<file path="src/common/sram_pkg.sv">
// data widths, register map and apb address union for the parity scratch memory
package sram_pkg;

  ////////////////////////////////////////
  // word and parity widths
  ////////////////////////////////////////

  // apb data word
  localparam int DataWidth  = 32;
  localparam int StrbWidth  = DataWidth / 8;
  // one odd parity bit per byte
  localparam int ParWidth   = StrbWidth;
  // stored word, 9-bit group per byte
  localparam int TotalWidth = DataWidth + ParWidth;

  ////////////////////////////////////////
  // address map
  ////////////////////////////////////////

  localparam int ApbAddrWidth  = 16;
  // word index field of the memory view
  localparam int WordIdxWidth  = 13;
  localparam int RegIdxWidth   = 2;
  localparam int ErrCountWidth = 16;

  // register indices, index 3 unmapped
  localparam logic [RegIdxWidth-1:0] RegCtrl     = 2'd0;
  localparam logic [RegIdxWidth-1:0] RegErrCount = 2'd1;
  localparam logic [RegIdxWidth-1:0] RegErrAddr  = 2'd2;

  // region bit 0 selects the memory
  typedef struct packed {
    logic                    region;
    logic [WordIdxWidth-1:0] word;
    logic [1:0]              offset;
  } mem_addr_t;

  // region bit 1 selects the registers
  typedef struct packed {
    logic                   region;
    logic [10:0]            reserved;
    logic [RegIdxWidth-1:0] idx;
    logic [1:0]             offset;
  } reg_addr_t;

  // same apb address, decoded per region
  typedef union packed {
    mem_addr_t mem;
    reg_addr_t regs;
  } sram_addr_u;

endpackage

</file>
<file path="src/common/sram_reg_if.sv">
// register access and parity error report signals between the apb front end and the register block
interface sram_reg_if;
  import sram_pkg::*;

  // access from the front end
  logic                   req;
  logic                   write;
  logic [RegIdxWidth-1:0] idx;
  logic [DataWidth-1:0]   wdata;

  // same-cycle answer
  logic [DataWidth-1:0]   rdata;
  // unmapped index
  logic                   err;

  // parity error pulse and failing word index
  logic                    perr;
  logic [WordIdxWidth-1:0] perr_addr;

  modport host (
    output req, write, idx, wdata, perr, perr_addr,
    input  rdata, err
  );

  modport device (
    input  req, write, idx, wdata, perr, perr_addr,
    output rdata, err
  );

endinterface

</file>
<file path="src/verilog/sram_regs.sv">
// control and status registers with fault injection, parity error counter and error address
module sram_regs (
  input  logic       clk_i,
  input  logic       rst_ni,

  sram_reg_if.device regs,

  // parity fault injection to the wrapper
  output logic       inject_o
);
  import sram_pkg::*;

  logic                     wr_ctrl;
  logic                     wr_count;
  logic                     inject_q;
  logic [ErrCountWidth-1:0] err_cnt_q;
  logic [WordIdxWidth-1:0]  err_addr_q;

  ////////////////////////////////////////
  // write decode
  ////////////////////////////////////////

  assign wr_ctrl  = regs.req & regs.write & (regs.idx == RegCtrl);
  assign wr_count = regs.req & regs.write & (regs.idx == RegErrCount);

  always_ff @(posedge clk_i or negedge rst_ni) begin
    if (!rst_ni) begin
      inject_q <= 1'b0;
    end else if (wr_ctrl) begin
      inject_q <= regs.wdata[0];
    end
  end

  // saturating count, any write clears
  always_ff @(posedge clk_i or negedge rst_ni) begin
    if (!rst_ni) begin
      err_cnt_q <= '0;
    end else if (wr_count) begin
      err_cnt_q <= '0;
    end else if (regs.perr && (err_cnt_q != '1)) begin
      err_cnt_q <= err_cnt_q + 1'b1;
    end
  end

  // last failing word, read only
  always_ff @(posedge clk_i or negedge rst_ni) begin
    if (!rst_ni) begin
      err_addr_q <= '0;
    end else if (regs.perr) begin
      err_addr_q <= regs.perr_addr;
    end
  end

  assign inject_o = inject_q;

  ////////////////////////////////////////
  // read mux
  ////////////////////////////////////////

  always_comb begin
    regs.rdata = '0;
    regs.err   = 1'b0;
    unique case (regs.idx)
      RegCtrl:     regs.rdata = DataWidth'(inject_q);
      RegErrCount: regs.rdata = DataWidth'(err_cnt_q);
      RegErrAddr:  regs.rdata = DataWidth'(err_addr_q);
      // index 3 is not mapped
      default:     regs.err   = 1'b1;
    endcase
  end

endmodule

</file>
<file path="src/flat_wrapper.sv">
// flat-port wrapper written by rule: the top's interface ports become plain ports
module sram_regs_flat import sram_pkg::*;
  (clk_i, rst_ni, inject_o, regs_req, regs_write, regs_idx, regs_wdata, regs_perr, regs_perr_addr, regs_rdata, regs_err);
  sram_reg_if regs_i ();
  input  logic clk_i;
  input  logic rst_ni;
  output logic inject_o;
  input wire logic [$bits(regs_i.req)-1:0] regs_req;
  input wire logic [$bits(regs_i.write)-1:0] regs_write;
  input wire logic [$bits(regs_i.idx)-1:0] regs_idx;
  input wire logic [$bits(regs_i.wdata)-1:0] regs_wdata;
  input wire logic [$bits(regs_i.perr)-1:0] regs_perr;
  input wire logic [$bits(regs_i.perr_addr)-1:0] regs_perr_addr;
  output wire logic [$bits(regs_i.rdata)-1:0] regs_rdata;
  output wire logic [$bits(regs_i.err)-1:0] regs_err;
  assign regs_i.req = regs_req;
  assign regs_i.write = regs_write;
  assign regs_i.idx = regs_idx;
  assign regs_i.wdata = regs_wdata;
  assign regs_i.perr = regs_perr;
  assign regs_i.perr_addr = regs_perr_addr;
  assign regs_rdata = regs_i.rdata;
  assign regs_err = regs_i.err;
  sram_regs u_core (.clk_i(clk_i), .rst_ni(rst_ni), .regs(regs_i), .inject_o(inject_o));
endmodule
</file>
<file path="config.mk">
export PLATFORM = sky130hd
export DESIGN_NAME = sram_regs_flat
export DESIGN_NICKNAME = d
export VERILOG_FILES = /design/src/common/sram_pkg.sv /design/src/common/sram_reg_if.sv /design/src/verilog/sram_regs.sv /design/src/flat_wrapper.sv
export SDC_FILE = /design/constraint.sdc
export NUM_CORES = 1
export LEC_CHECK = 0
export BUFFER_PORTS_ARGS = -buffer_cell sky130_fd_sc_hd__buf_2
export CAP_MARGIN = 30
export CORE_ASPECT_RATIO = 0.9
export CORE_MARGIN = 8
export CORE_UTILIZATION = 41
export CTS_CLUSTER_DIAMETER = 50
export DETAILED_ROUTE_END_ITERATION = 8
export HOLD_SLACK_MARGIN = 0.1
export PLACE_DENSITY = 0.76
export SYNTH_ARGS = -nofsm -noshare
export SYNTH_HDL_FRONTEND = slang
export SYNTH_SLANG_ARGS = --single-unit
</file>
<file path="constraint.sdc">
create_clock -name clk_i -period 1.95 [get_ports clk_i]
set_input_delay 0.195 -clock clk_i [delete_from_list [all_inputs] [get_ports clk_i]]
set_output_delay 0.195 -clock clk_i [all_outputs]
set_load 0.01 [all_outputs]
</file>
==> summary by stage <==
Critical path
For flop-to-flop paths, the worst setup slack is 0.11 ns. The maximum fanout along the worst path is 5. The endpoint kind of the worst setup timing path is a register. Traced cell by cell, the critical path runs through nand4_1 -> or4_4 -> or4b_1 -> o211a_1. The endpoint identified for the worst register-to-register timing path is u_core.err_cnt_q[15]$_DFFE_PN0P_. The worst register-to-register path begins at u_core.err_cnt_q[7]$_DFFE_PN0P_. Data on the critical path is required at its endpoint by 2.13 ns. The number of buffers and inverters on the critical path is 0. Measured in cells, the most critical reg-to-reg path has a length of 4. At the worst endpoint, the arrival time is 2.02 ns. STA classifies the critical path startpoint as a register. In this design, the stage delay of the slowest critical-path cell is 0.55 ns.

The critical path runs through a total of 4 cells. The startpoint-to-endpoint class of the critical path is reg2reg. For this design, the slowest cell found on the critical path is sky130_fd_sc_hd__or4_4. The cell family contributing the most delay on the critical path is simple AND/OR/NAND/NOR gates.

GRT
The total overflow left after global routing is 0. The number of global-route vias before repair is 1,528. The initial antenna violation count came to 0.

The first-pass GRT wire length is 7050 um. For this run, the total global-route usage over all layers was measured as 13.0%. The maximum number of pins on one net before global-route repair is 31.

Placement
The final estimated routing congestion in global placement is 0.891. The half-perimeter wire length of the detailed placement result is 2970 um. Buffers placed on the I/O ports in this run total 38.

Clock network
The longest clock path from root to sink contains 2 buffers. The CTS tree is yes. The clock slew seen by the registers of the worst setup and hold paths is 0.07 ns.

The quantity of gates resized following cts is 0. After clock tree synthesis, the setup repair step added 0 buffers. CTS saw 30 sinks. The number of hold-repair buffers added at the cts stage is 1. The CTS buffer count is 5.

The buffer cell driving the clock tree root is sky130_fd_sc_hd__clkbuf_8. The number of levels in the clock H-tree is 2. The source-to-sink clock delay at the later pin of the worst-skew pair is 0.29 ns.

Pwr
The cell area power density is 821 mW/mm2. The leakage power figure is 0.984 nW. The worst IR drop on VDD is 0.511 mV.

Flow run
The max-cap check violation count is 0.

Yosys
In this run the mean area of a mapped cell was 10.2 um2. The proportion of register bits with asynchronous set or reset after synthesis is 100%. During synthesis, Yosys emitted a total of 0 warnings.

After synthesis the netlist holds a flip-flop and latch count of 30. In this run, synthesis inferred 0 flip-flops with an integrated enable. In this run, distinct cell masters in the synthesized netlist total 33. For this run, the leading register cell type out of synthesis is sky130_fd_sc_hd__dfrtp_1. The share of synthesized area occupied by flip-flops and latches is 44.4%. After synthesis the cells add up to 0.00169 mm2. The post-synthesis cell count is 166.

Route
The detail-routed via count per cell is 5.38. The per-cell routed wire length is 14.7 um. The post-detailed-routing wire length is 3930 um. The antenna violation net count after detailed routing is 0. The routed layout has 1,441 vias. The DRC violations left is 0. After the first detailed-routing iteration, the DRC count stood at 59. The pre-antenna-repair detailed-routing pass consisted of 4 iterations.

Floorplanning
The floorplan die width is 83.7 um. The effective utilization at floorplan is 42.0%. Row generation in the floorplan step produced 22 rows. The die outline height is 76.9 um. The overall die area is 0.00643 mm2.

The top-level port count is 86. The floorplan core area is 0.00402 mm2.

Timing
The highest achievable clock rate is 0.544 GHz. Between clock sinks in the finished design, the worst skew comes to 0.00399 ns. The worst path uses 94.3% of the clock period.

Adding up every negative setup slack in the final design gives 0 ns. The number of pins with negative max-slew slack in the final report came to 0. The final hold violation count is 0. Setup repair after global routing left no endpoint under its margin. The final number of setup-violating endpoints is 0. The shortest period the worst path allows is 1.84 ns. The pin slew with the least headroom to its limit is 0.679 ns. The worst slew margin relative to its limit is 54.7%.

Final layout
The final standard cell utilization of the core is 51.4%. In the final layout, the share of cells above drive strength 1 is 35.0%. The library cells used most frequently in the layout, excluding fill and tap cells, are 38 x sky130_fd_sc_hd__buf_2, 30 x sky130_fd_sc_hd__dfrtp_1, 16 x sky130_fd_sc_hd__conb_1, 16 x sky130_fd_sc_hd__buf_4, 14 x sky130_fd_sc_hd__mux2_2. The most common library cell in the layout ignoring fill and taps is sky130_fd_sc_hd__buf_2. The number of nets in the layout is 272. Compared with the post-synthesis result, the final layout area differs by 22.3%. The filler cells instantiated in the layout total 373.

0 antenna diodes ended up in the layout.

Hold path
Along the worst hold path, the cell count comes to 2. The worst hold-check path type is in2reg. The worst hold path terminates at u_core.err_addr_q[6]$_DFFE_PN0P_. The startpoint identified for the worst hold timing path is regs_perr_addr[6].

Outcome
The run finished with clean final reports.
registers in the layout, indices dropped and copies added, names as in the netlist:
register / flops
u_core.err_addr_q: 13
u_core.err_cnt_q: 16
u_core.inject_o: 1
worst max path at each step:
stage / start / endpoint / slack [ns]
3_3_place_gp: u_core.err_cnt_q[7]$_DFFE_PN0P_ / u_core.err_cnt_q[15]$_DFFE_PN0P_ / 0.15
4_1_cts: u_core.err_cnt_q[7]$_DFFE_PN0P_ / u_core.err_cnt_q[15]$_DFFE_PN0P_ / 0.12
5_1_grt: u_core.err_cnt_q[11]$_DFFE_PN0P_ / u_core.err_cnt_q[5]$_DFFE_PN0P_ / 0.02
3_5_place_dp: u_core.err_cnt_q[7]$_DFFE_PN0P_ / u_core.err_cnt_q[15]$_DFFE_PN0P_ / 0.14
2_1_floorplan: u_core.err_cnt_q[0]$_DFFE_PN0P_ / u_core.err_cnt_q[0]$_DFFE_PN0P_ / 0.10
6_report: u_core.err_cnt_q[7]$_DFFE_PN0P_ / u_core.err_cnt_q[15]$_DFFE_PN0P_ / 0.11
metal layers:
| metal | global-route usage (%) | share of wire [%] | vias to the layer above |
|---|---|---|---|
| met5 | 0 | 0 | - |
| met4 | 5.69 | 1.5 | 0 |
| met3 | 5.60 | 8.9 | 9 |
| met2 | 19.8 | 45 | 53 |
| met1 | 15.4 | 44 | 683 |
| li1 | - | - | 696 |
synthesized netlist by cell type, types with 5 or more instances:
cell type,count,share of area (%)
sky130_fd_sc_hd__mux2_2,14,9.3
sky130_fd_sc_hd__clkbuf_1,7,1.6
sky130_fd_sc_hd__dfrtp_1,30,44
sky130_fd_sc_hd__nand3_1,6,1.8
sky130_fd_sc_hd__nand4_1,6,2.2
sky130_fd_sc_hd__or4_1,5,2.2
sky130_fd_sc_hd__a21oi_1,11,3.3
sky130_fd_sc_hd__a22o_1,12,6.2
sky130_fd_sc_hd__nand2_1,11,2.4
sky130_fd_sc_hd__or3_1,6,2.2
sky130_fd_sc_hd__o21ai_0,8,2.4
sky130_fd_sc_hd__buf_4,16,7.1
cells by family after synthesis:
family / synth area share (%)
AO/OA/AOI/OAI: 16.6
XOR/XNOR: 1.04
adder cells (fa/ha/maj): 0.741
buffers and inverters: 8.96
flip-flops: 44.4
multiplexers: 9.93
other: 0.222
AND/OR/NAND/NOR: 18.1
area by class of cell:
cell class              count  area [um2]  area share (%)
multi-input cells         127         843            40.8
flip-flops and latches     30         751            36.3
repair buffers             55         320            15.5
clock buffers               7        86.3            4.18
well taps                  48        60.1            2.91
clock inverters             1        5.00           0.242
power by group:
group / switching (mW) / internal (mW) / total, mW
Sequential: 0.0699 / 0.706 / 0.776
Clock: 0.239 / 0.284 / 0.524
Combinational: 0.209 / 0.188 / 0.397
stage by stage:
| stage | total power [mW] | hold slack, ns | instances | worst slack [ns] | area, um2 |
|---|---|---|---|---|---|
| global placement | 1.17 | 0.267 | 259 | 0.155 | 1960 |
| CTS | 1.71 | 0.129 | 268 | 0.118 | 2070 |
| floorplan | 1.02 | -0.101 | 181 | 0.104 | 1750 |
| finish | 1.70 | 0.134 | 268 | 0.110 | 2070 |
| detailed placement | 1.18 | 0.268 | 259 | 0.143 | 1960 |
| global route | 1.80 | 0.134 | 268 | 0.0231 | 2070 |
Note: power is estimated with default switching activity, not from simulation.
