File: src/common/sram_pkg.sv
// data widths, register map and apb address union for the parity scratch memory
package sram_pkg;

  ////////////////////////////////////////
  // word and parity widths
  ////////////////////////////////////////

  // apb data word
  localparam int DataWidth  = 32;
  localparam int StrbWidth  = DataWidth / 8;
  // one odd parity bit per byte
  localparam int ParWidth   = StrbWidth;
  // stored word, 9-bit group per byte
  localparam int TotalWidth = DataWidth + ParWidth;

  ////////////////////////////////////////
  // address map
  ////////////////////////////////////////

  localparam int ApbAddrWidth  = 16;
  // word index field of the memory view
  localparam int WordIdxWidth  = 13;
  localparam int RegIdxWidth   = 2;
  localparam int ErrCountWidth = 16;

  // register indices, index 3 unmapped
  localparam logic [RegIdxWidth-1:0] RegCtrl     = 2'd0;
  localparam logic [RegIdxWidth-1:0] RegErrCount = 2'd1;
  localparam logic [RegIdxWidth-1:0] RegErrAddr  = 2'd2;

  // region bit 0 selects the memory
  typedef struct packed {
    logic                    region;
    logic [WordIdxWidth-1:0] word;
    logic [1:0]              offset;
  } mem_addr_t;

  // region bit 1 selects the registers
  typedef struct packed {
    logic                   region;
    logic [10:0]            reserved;
    logic [RegIdxWidth-1:0] idx;
    logic [1:0]             offset;
  } reg_addr_t;

  // same apb address, decoded per region
  typedef union packed {
    mem_addr_t mem;
    reg_addr_t regs;
  } sram_addr_u;

endpackage

File: src/common/sram_reg_if.sv
// register access and parity error report signals between the apb front end and the register block
interface sram_reg_if;
  import sram_pkg::*;

  // access from the front end
  logic                   req;
  logic                   write;
  logic [RegIdxWidth-1:0] idx;
  logic [DataWidth-1:0]   wdata;

  // same-cycle answer
  logic [DataWidth-1:0]   rdata;
  // unmapped index
  logic                   err;

  // parity error pulse and failing word index
  logic                    perr;
  logic [WordIdxWidth-1:0] perr_addr;

  modport host (
    output req, write, idx, wdata, perr, perr_addr,
    input  rdata, err
  );

  modport device (
    input  req, write, idx, wdata, perr, perr_addr,
    output rdata, err
  );

endinterface

File: src/common/sram_req_if.sv
// memory request and read response signals between the apb front end and the sram wrapper
interface sram_req_if #(
  parameter int Depth = 256
);
  import sram_pkg::*;

  localparam int Aw = $clog2(Depth);

  // request, req is a single-cycle pulse
  logic                 req;
  logic                 write;
  logic [Aw-1:0]        addr;
  logic [DataWidth-1:0] wdata;
  // per-bit mask, expanded from pstrb
  logic [DataWidth-1:0] wmask;

  // one rvalid per read, no back-pressure
  logic                 rvalid;
  logic [DataWidth-1:0] rdata;
  // parity failure, only with rvalid
  logic                 rerror;

  modport host (
    output req, write, addr, wdata, wmask,
    input  rvalid, rdata, rerror
  );

  modport device (
    input  req, write, addr, wdata, wmask,
    output rvalid, rdata, rerror
  );

endinterface

File: src/verilog/sram_apb_front.sv
// apb4 slave with region decode, memory and register access, read wait and error reporting
module sram_apb_front #(
  parameter  int Depth = 256,
  localparam int Aw    = $clog2(Depth)
) (
  input  logic                              clk_i,
  input  logic                              rst_ni,

  // apb4 slave
  input  logic                              psel_i,
  input  logic                              penable_i,
  input  logic                              pwrite_i,
  input  logic [sram_pkg::ApbAddrWidth-1:0] paddr_i,
  input  logic [sram_pkg::DataWidth-1:0]    pwdata_i,
  input  logic [sram_pkg::StrbWidth-1:0]    pstrb_i,
  output logic [sram_pkg::DataWidth-1:0]    prdata_o,
  output logic                              pready_o,
  output logic                              pslverr_o,

  sram_req_if.host                          mem,
  sram_reg_if.host                          regs
);
  import sram_pkg::*;

  sram_addr_u    paddr_u;
  logic          access;
  logic          is_reg;
  logic          mem_oob;
  // memory read in flight
  logic          busy_q;
  logic [Aw-1:0] rd_addr_q;
  logic          rd_done;

  ////////////////////////////////////////
  // decode
  ////////////////////////////////////////

  assign paddr_u = paddr_i;
  assign access  = psel_i & penable_i;
  assign is_reg  = paddr_u.mem.region;
  // word index past the array
  assign mem_oob = int'(paddr_u.mem.word) >= Depth;

  // read returns while the transfer waits
  assign rd_done = busy_q & mem.rvalid;

  ////////////////////////////////////////
  // memory request
  ////////////////////////////////////////

  // issue once, in the first access cycle
  assign mem.req   = access & ~busy_q & ~is_reg & ~mem_oob;
  assign mem.write = pwrite_i;
  assign mem.addr  = paddr_u.mem.word[Aw-1:0];
  assign mem.wdata = pwdata_i;

  // byte strobes to a per-bit mask
  always_comb begin
    for (int i = 0; i < StrbWidth; i++) begin
      mem.wmask[i*8 +: 8] = {8{pstrb_i[i]}};
    end
  end

  always_ff @(posedge clk_i or negedge rst_ni) begin
    if (!rst_ni) begin
      busy_q <= 1'b0;
    end else if (mem.req && !mem.write) begin
      busy_q <= 1'b1;
    end else if (rd_done) begin
      busy_q <= 1'b0;
    end
  end

  // word index of the pending read
  always_ff @(posedge clk_i) begin
    if (mem.req && !mem.write) begin
      rd_addr_q <= mem.addr;
    end
  end

  ////////////////////////////////////////
  // register access
  ////////////////////////////////////////

  assign regs.req       = access & is_reg;
  assign regs.write     = pwrite_i;
  assign regs.idx       = paddr_u.regs.idx;
  assign regs.wdata     = pwdata_i;
  // report failing reads to the counters
  assign regs.perr      = rd_done & mem.rerror;
  assign regs.perr_addr = WordIdxWidth'(rd_addr_q);

  ////////////////////////////////////////
  // apb response
  ////////////////////////////////////////

  always_comb begin
    pready_o  = 1'b0;
    pslverr_o = 1'b0;
    prdata_o  = '0;
    if (access) begin
      if (is_reg) begin
        pready_o  = 1'b1;
        pslverr_o = regs.err;
        prdata_o  = regs.rdata;
      end else if (mem_oob) begin
        pready_o  = 1'b1;
        pslverr_o = 1'b1;
      end else if (pwrite_i) begin
        // writes complete on issue
        pready_o  = 1'b1;
      end else if (rd_done) begin
        pready_o  = 1'b1;
        pslverr_o = mem.rerror;
        prdata_o  = mem.rdata;
      end
    end
  end

endmodule

File: src/flat_wrapper.sv
// flat-port wrapper written by rule: the top's interface ports become plain ports
module sram_apb_front_flat import sram_pkg::*;
#(
  parameter  int Depth = 256,
  localparam int Aw    = $clog2(Depth)
)
  (clk_i, rst_ni, psel_i, penable_i, pwrite_i, paddr_i, pwdata_i, pstrb_i, prdata_o, pready_o, pslverr_o, mem_req, mem_write, mem_addr, mem_wdata, mem_wmask, mem_rvalid, mem_rdata, mem_rerror, regs_req, regs_write, regs_idx, regs_wdata, regs_perr, regs_perr_addr, regs_rdata, regs_err);
  sram_req_if #(.Depth(Depth)) mem_i ();
  sram_reg_if regs_i ();
  input  logic clk_i;
  input  logic rst_ni;
  input  logic psel_i;
  input  logic penable_i;
  input  logic pwrite_i;
  input  logic [sram_pkg::ApbAddrWidth-1:0] paddr_i;
  input  logic [sram_pkg::DataWidth-1:0] pwdata_i;
  input  logic [sram_pkg::StrbWidth-1:0] pstrb_i;
  output logic [sram_pkg::DataWidth-1:0] prdata_o;
  output logic pready_o;
  output logic pslverr_o;
  output wire logic [$bits(mem_i.req)-1:0] mem_req;
  output wire logic [$bits(mem_i.write)-1:0] mem_write;
  output wire logic [$bits(mem_i.addr)-1:0] mem_addr;
  output wire logic [$bits(mem_i.wdata)-1:0] mem_wdata;
  output wire logic [$bits(mem_i.wmask)-1:0] mem_wmask;
  input wire logic [$bits(mem_i.rvalid)-1:0] mem_rvalid;
  input wire logic [$bits(mem_i.rdata)-1:0] mem_rdata;
  input wire logic [$bits(mem_i.rerror)-1:0] mem_rerror;
  output wire logic [$bits(regs_i.req)-1:0] regs_req;
  output wire logic [$bits(regs_i.write)-1:0] regs_write;
  output wire logic [$bits(regs_i.idx)-1:0] regs_idx;
  output wire logic [$bits(regs_i.wdata)-1:0] regs_wdata;
  output wire logic [$bits(regs_i.perr)-1:0] regs_perr;
  output wire logic [$bits(regs_i.perr_addr)-1:0] regs_perr_addr;
  input wire logic [$bits(regs_i.rdata)-1:0] regs_rdata;
  input wire logic [$bits(regs_i.err)-1:0] regs_err;
  assign mem_req = mem_i.req;
  assign mem_write = mem_i.write;
  assign mem_addr = mem_i.addr;
  assign mem_wdata = mem_i.wdata;
  assign mem_wmask = mem_i.wmask;
  assign mem_i.rvalid = mem_rvalid;
  assign mem_i.rdata = mem_rdata;
  assign mem_i.rerror = mem_rerror;
  assign regs_req = regs_i.req;
  assign regs_write = regs_i.write;
  assign regs_idx = regs_i.idx;
  assign regs_wdata = regs_i.wdata;
  assign regs_perr = regs_i.perr;
  assign regs_perr_addr = regs_i.perr_addr;
  assign regs_i.rdata = regs_rdata;
  assign regs_i.err = regs_err;
  sram_apb_front #(.Depth(Depth)) u_core (.clk_i(clk_i), .rst_ni(rst_ni), .psel_i(psel_i), .penable_i(penable_i), .pwrite_i(pwrite_i), .paddr_i(paddr_i), .pwdata_i(pwdata_i), .pstrb_i(pstrb_i), .prdata_o(prdata_o), .pready_o(pready_o), .pslverr_o(pslverr_o), .mem(mem_i), .regs(regs_i));
endmodule
File: config.mk
export PLATFORM = sky130hd
export DESIGN_NAME = sram_apb_front_flat
export DESIGN_NICKNAME = d
export VERILOG_FILES = /design/src/common/sram_pkg.sv /design/src/common/sram_reg_if.sv /design/src/common/sram_req_if.sv /design/src/verilog/sram_apb_front.sv /design/src/flat_wrapper.sv
export SDC_FILE = /design/constraint.sdc
export NUM_CORES = 1
export LEC_CHECK = 0
export ABC_AREA = 1
export BUFFER_PORTS_ARGS = -buffer_cell sky130_fd_sc_hd__buf_4
export CELL_PAD_IN_SITES_DETAIL_PLACEMENT = 1
export CELL_PAD_IN_SITES_GLOBAL_PLACEMENT = 1
export CORE_AREA = 3 3 110 112
export CTS_CLUSTER_SIZE = 16
export DETAILED_ROUTE_END_ITERATION = 6
export DIE_AREA = 0 0 113 115
export PLACE_DENSITY = 0.88
export SLEW_MARGIN = 20
export SYNTH_ARGS = -nofsm -noshare
export SYNTH_HDL_FRONTEND = slang
export SYNTH_SLANG_ARGS = --single-unit
File: constraint.sdc
create_clock -name clk_i -period 3.35 [get_ports clk_i]
set_clock_uncertainty 0.05 [all_clocks]
set_input_delay 0.67 -clock clk_i [delete_from_list [all_inputs] [get_ports clk_i]]
set_output_delay 0.67 -clock clk_i [all_outputs]
set_load 0.02 [all_outputs]
==> flow_summary.toml <==
[placed_design]
dp_slack_ns = 0.684
hpwl_um = 5060
port_buffers = 142
place_congestion = 0.721

[cells_and_area]
diodes = 0
synthToLayoutAreaGrowth_pct = 22.0
nNetsFinal = 479
drive_gt1_share_pct = 44.6

[job]
cap_violations = 0

[hold_path]
hp-class = "primary input to async pin"

[die]
dieArea_um2 = 13000
core_region_area_um2 = 11300
fp-row-count = 39
io_pins = 282
dieWidth_um = 113
die_h_um = 115
initial_core_util_pct = 17.6

[power]
leakage_nw = 1.46
powerDensity_nw_per_um2 = 212
ir_drop_mv = 0.305
power.total_mw = 0.515

[clock_tree]
clockBufferDepth = 2
cts_resized = 0
cts_buffers = 3
cts_sinks = 9
cts_tree = "built"
root_buffer = "clkbuf_16"
clk_latency_ns = 0.24
hold_buffers = 0
cts_setup_buffers = 0
ctsHtreeMaxLevel = 1
cts.reportedPaths.clkPinSlew_ns = 0.04

[drt]
drt-total-wl_um = 6230
dr.first_iter.drc_count = 46
wl_per_cell_um = 12.5
viasPerCell = 3.62
ant_nets = 0
vias = 1801
drt-pass1-iter-count = 3
drc = 0

[synthesis]
netlist_instances = 324
ys_seq_elements = 9
ys_types = 15
syn_area_per_cell_um2 = 6.14
synth-seq-area-share_pct = 13.3
yosysWarnings = 0
syn-cell-area_um2 = 1990

[global_route]
overflow = 0
track_usage_pct = 9.01
grt_pass1_vias = 1941
grt_max_degree = 33
antenna_found_initial = 0
grt_pass1_wl_um = 9460

[timing]
period_share_pct = 78.2
fin_tns_setup_ns = 0
max_freq_mhz = 382
setup_violations = 0
rsz0062_at_grt = "no"
slew_violations = 0
hold_violations = 0
finalWorstPathRequiredPeriod_ns = 2.62
setup_ws_ns = 0.732
hold_slack_ns = 0.150

[status]
outcome = "completed"

[worst_setup_path]
critPathRequiredTime_ns = 2.63
path_class = "primary input to output port"
critical_path.max_fanout = 20
worstSetupStartpointType = "primary input"
crit_path_end_kind = "output port"
arrival_ns = 1.90
-- cells in the mapped netlist --
cell type  instances  area [um2]
buf_4            116         871
buf_6              5        56.3
buf_8              1        15.0
conb_1             1        3.75
dfrtp_1            1        25.0
edfxtp_1           8         240
inv_1             38         143
inv_2              1        3.75
nand2_1          103         387
nand2_2            5        31.3
nand3_1            1        5.00
nand3_2            1        10.0
nand3_4            1        17.5
nor2_1            39         146
nor2_4             3        33.8
-- power by group --
part | internal, mW | leakage [nW] | switching [mW] | total [mW]
Combinational | 0.0980 | 1.34 | 0.0805 | 0.179
Clock | 0.159 | 0.0382 | 0.0538 | 0.213
Sequential | 0.123 | 0.0859 | 0.000140 | 0.123
-- registers in the layout, summed over array words and instances (netlist names) --
name	count
u_core.busy_q	1
u_core.rd_addr_q	8
-- routing by layer --
metal  vias up  global-route usage, %  part of all wire [%]
met1       777                   8.44                    32
met4         0                   4.73                   3.8
met2       114                   17.0                    52
li1        878                      -                     -
met5         -                      0                     0
met3        32                   3.42                    12
-- path summary, 6_finish.rpt --
path | depth (start not counted) | start | slack, ns | end
max in group asynchronous | 1 | rst_ni | 3.02 | u_core.busy_q$_DFFE_PN0P_
hold reg to reg | 2 | u_core.busy_q$_DFFE_PN0P_ | 0.55 | u_core.busy_q$_DFFE_PN0P_
min in group clk_i | 2 | u_core.busy_q$_DFFE_PN0P_ | 0.55 | u_core.busy_q$_DFFE_PN0P_
setup / recovery | 8 | paddr_i[12] | 0.73 | prdata_o[0]
setup reg to reg | 5 | u_core.busy_q$_DFFE_PN0P_ | 1.81 | u_core.rd_addr_q[6]$_DFFE_PP_
hold / removal | 1 | rst_ni | 0.15 | u_core.busy_q$_DFFE_PN0P_
-- stage by stage --
step	instances	utilization [%]	area (um2)
finish	497	21.4	2420
global route	497	21.4	2420
CTS	497	21.4	2420
detailed placement	493	20.7	2350
global placement	493	20.7	2350
floorplan	328	-	2000
-- worst max-delay path, cell delays in order --
cell     delay, ns
buf_4         0.11
nor2_1        0.15
nand3_2       0.15
nor2_4        0.33
buf_12        0.21
nand2_1       0.08
nand2_1       0.06
buf_4         0.14
-- layout by cell type, fill, tap and decap left out --
cell,instances
buf_4,142
nor2_1,39
inv_2,1
inv_1,38
nor2_4,3
conb_1,5
dfrtp_1,1
nand2_2,5
nand3_1,1
clkbuf_16,3
nand2_1,103
buf_12,2
nand3_2,1
nand3_4,1
edfxtp_1,8
clkbuf_1,1
-- layout make-up --
cell class	count	area [um2]
Inverter	39	146
Tap cell	143	179
Sequential cell	9	265
Clock buffer	4	78.8
Timing Repair Buffer	144	1110
Multi-Input combinational cell	158	649
Fill cell	1444	8900
-- kinds of logic after synthesis --
kind of cell | after synthesis | synth area share (%)
AND/OR/NAND/NOR | 153 | 31.7
other | 1 | 0.189
flip-flops | 9 | 13.3
buffers and inverters | 161 | 54.8
Power figures use the tool's default switching activity.
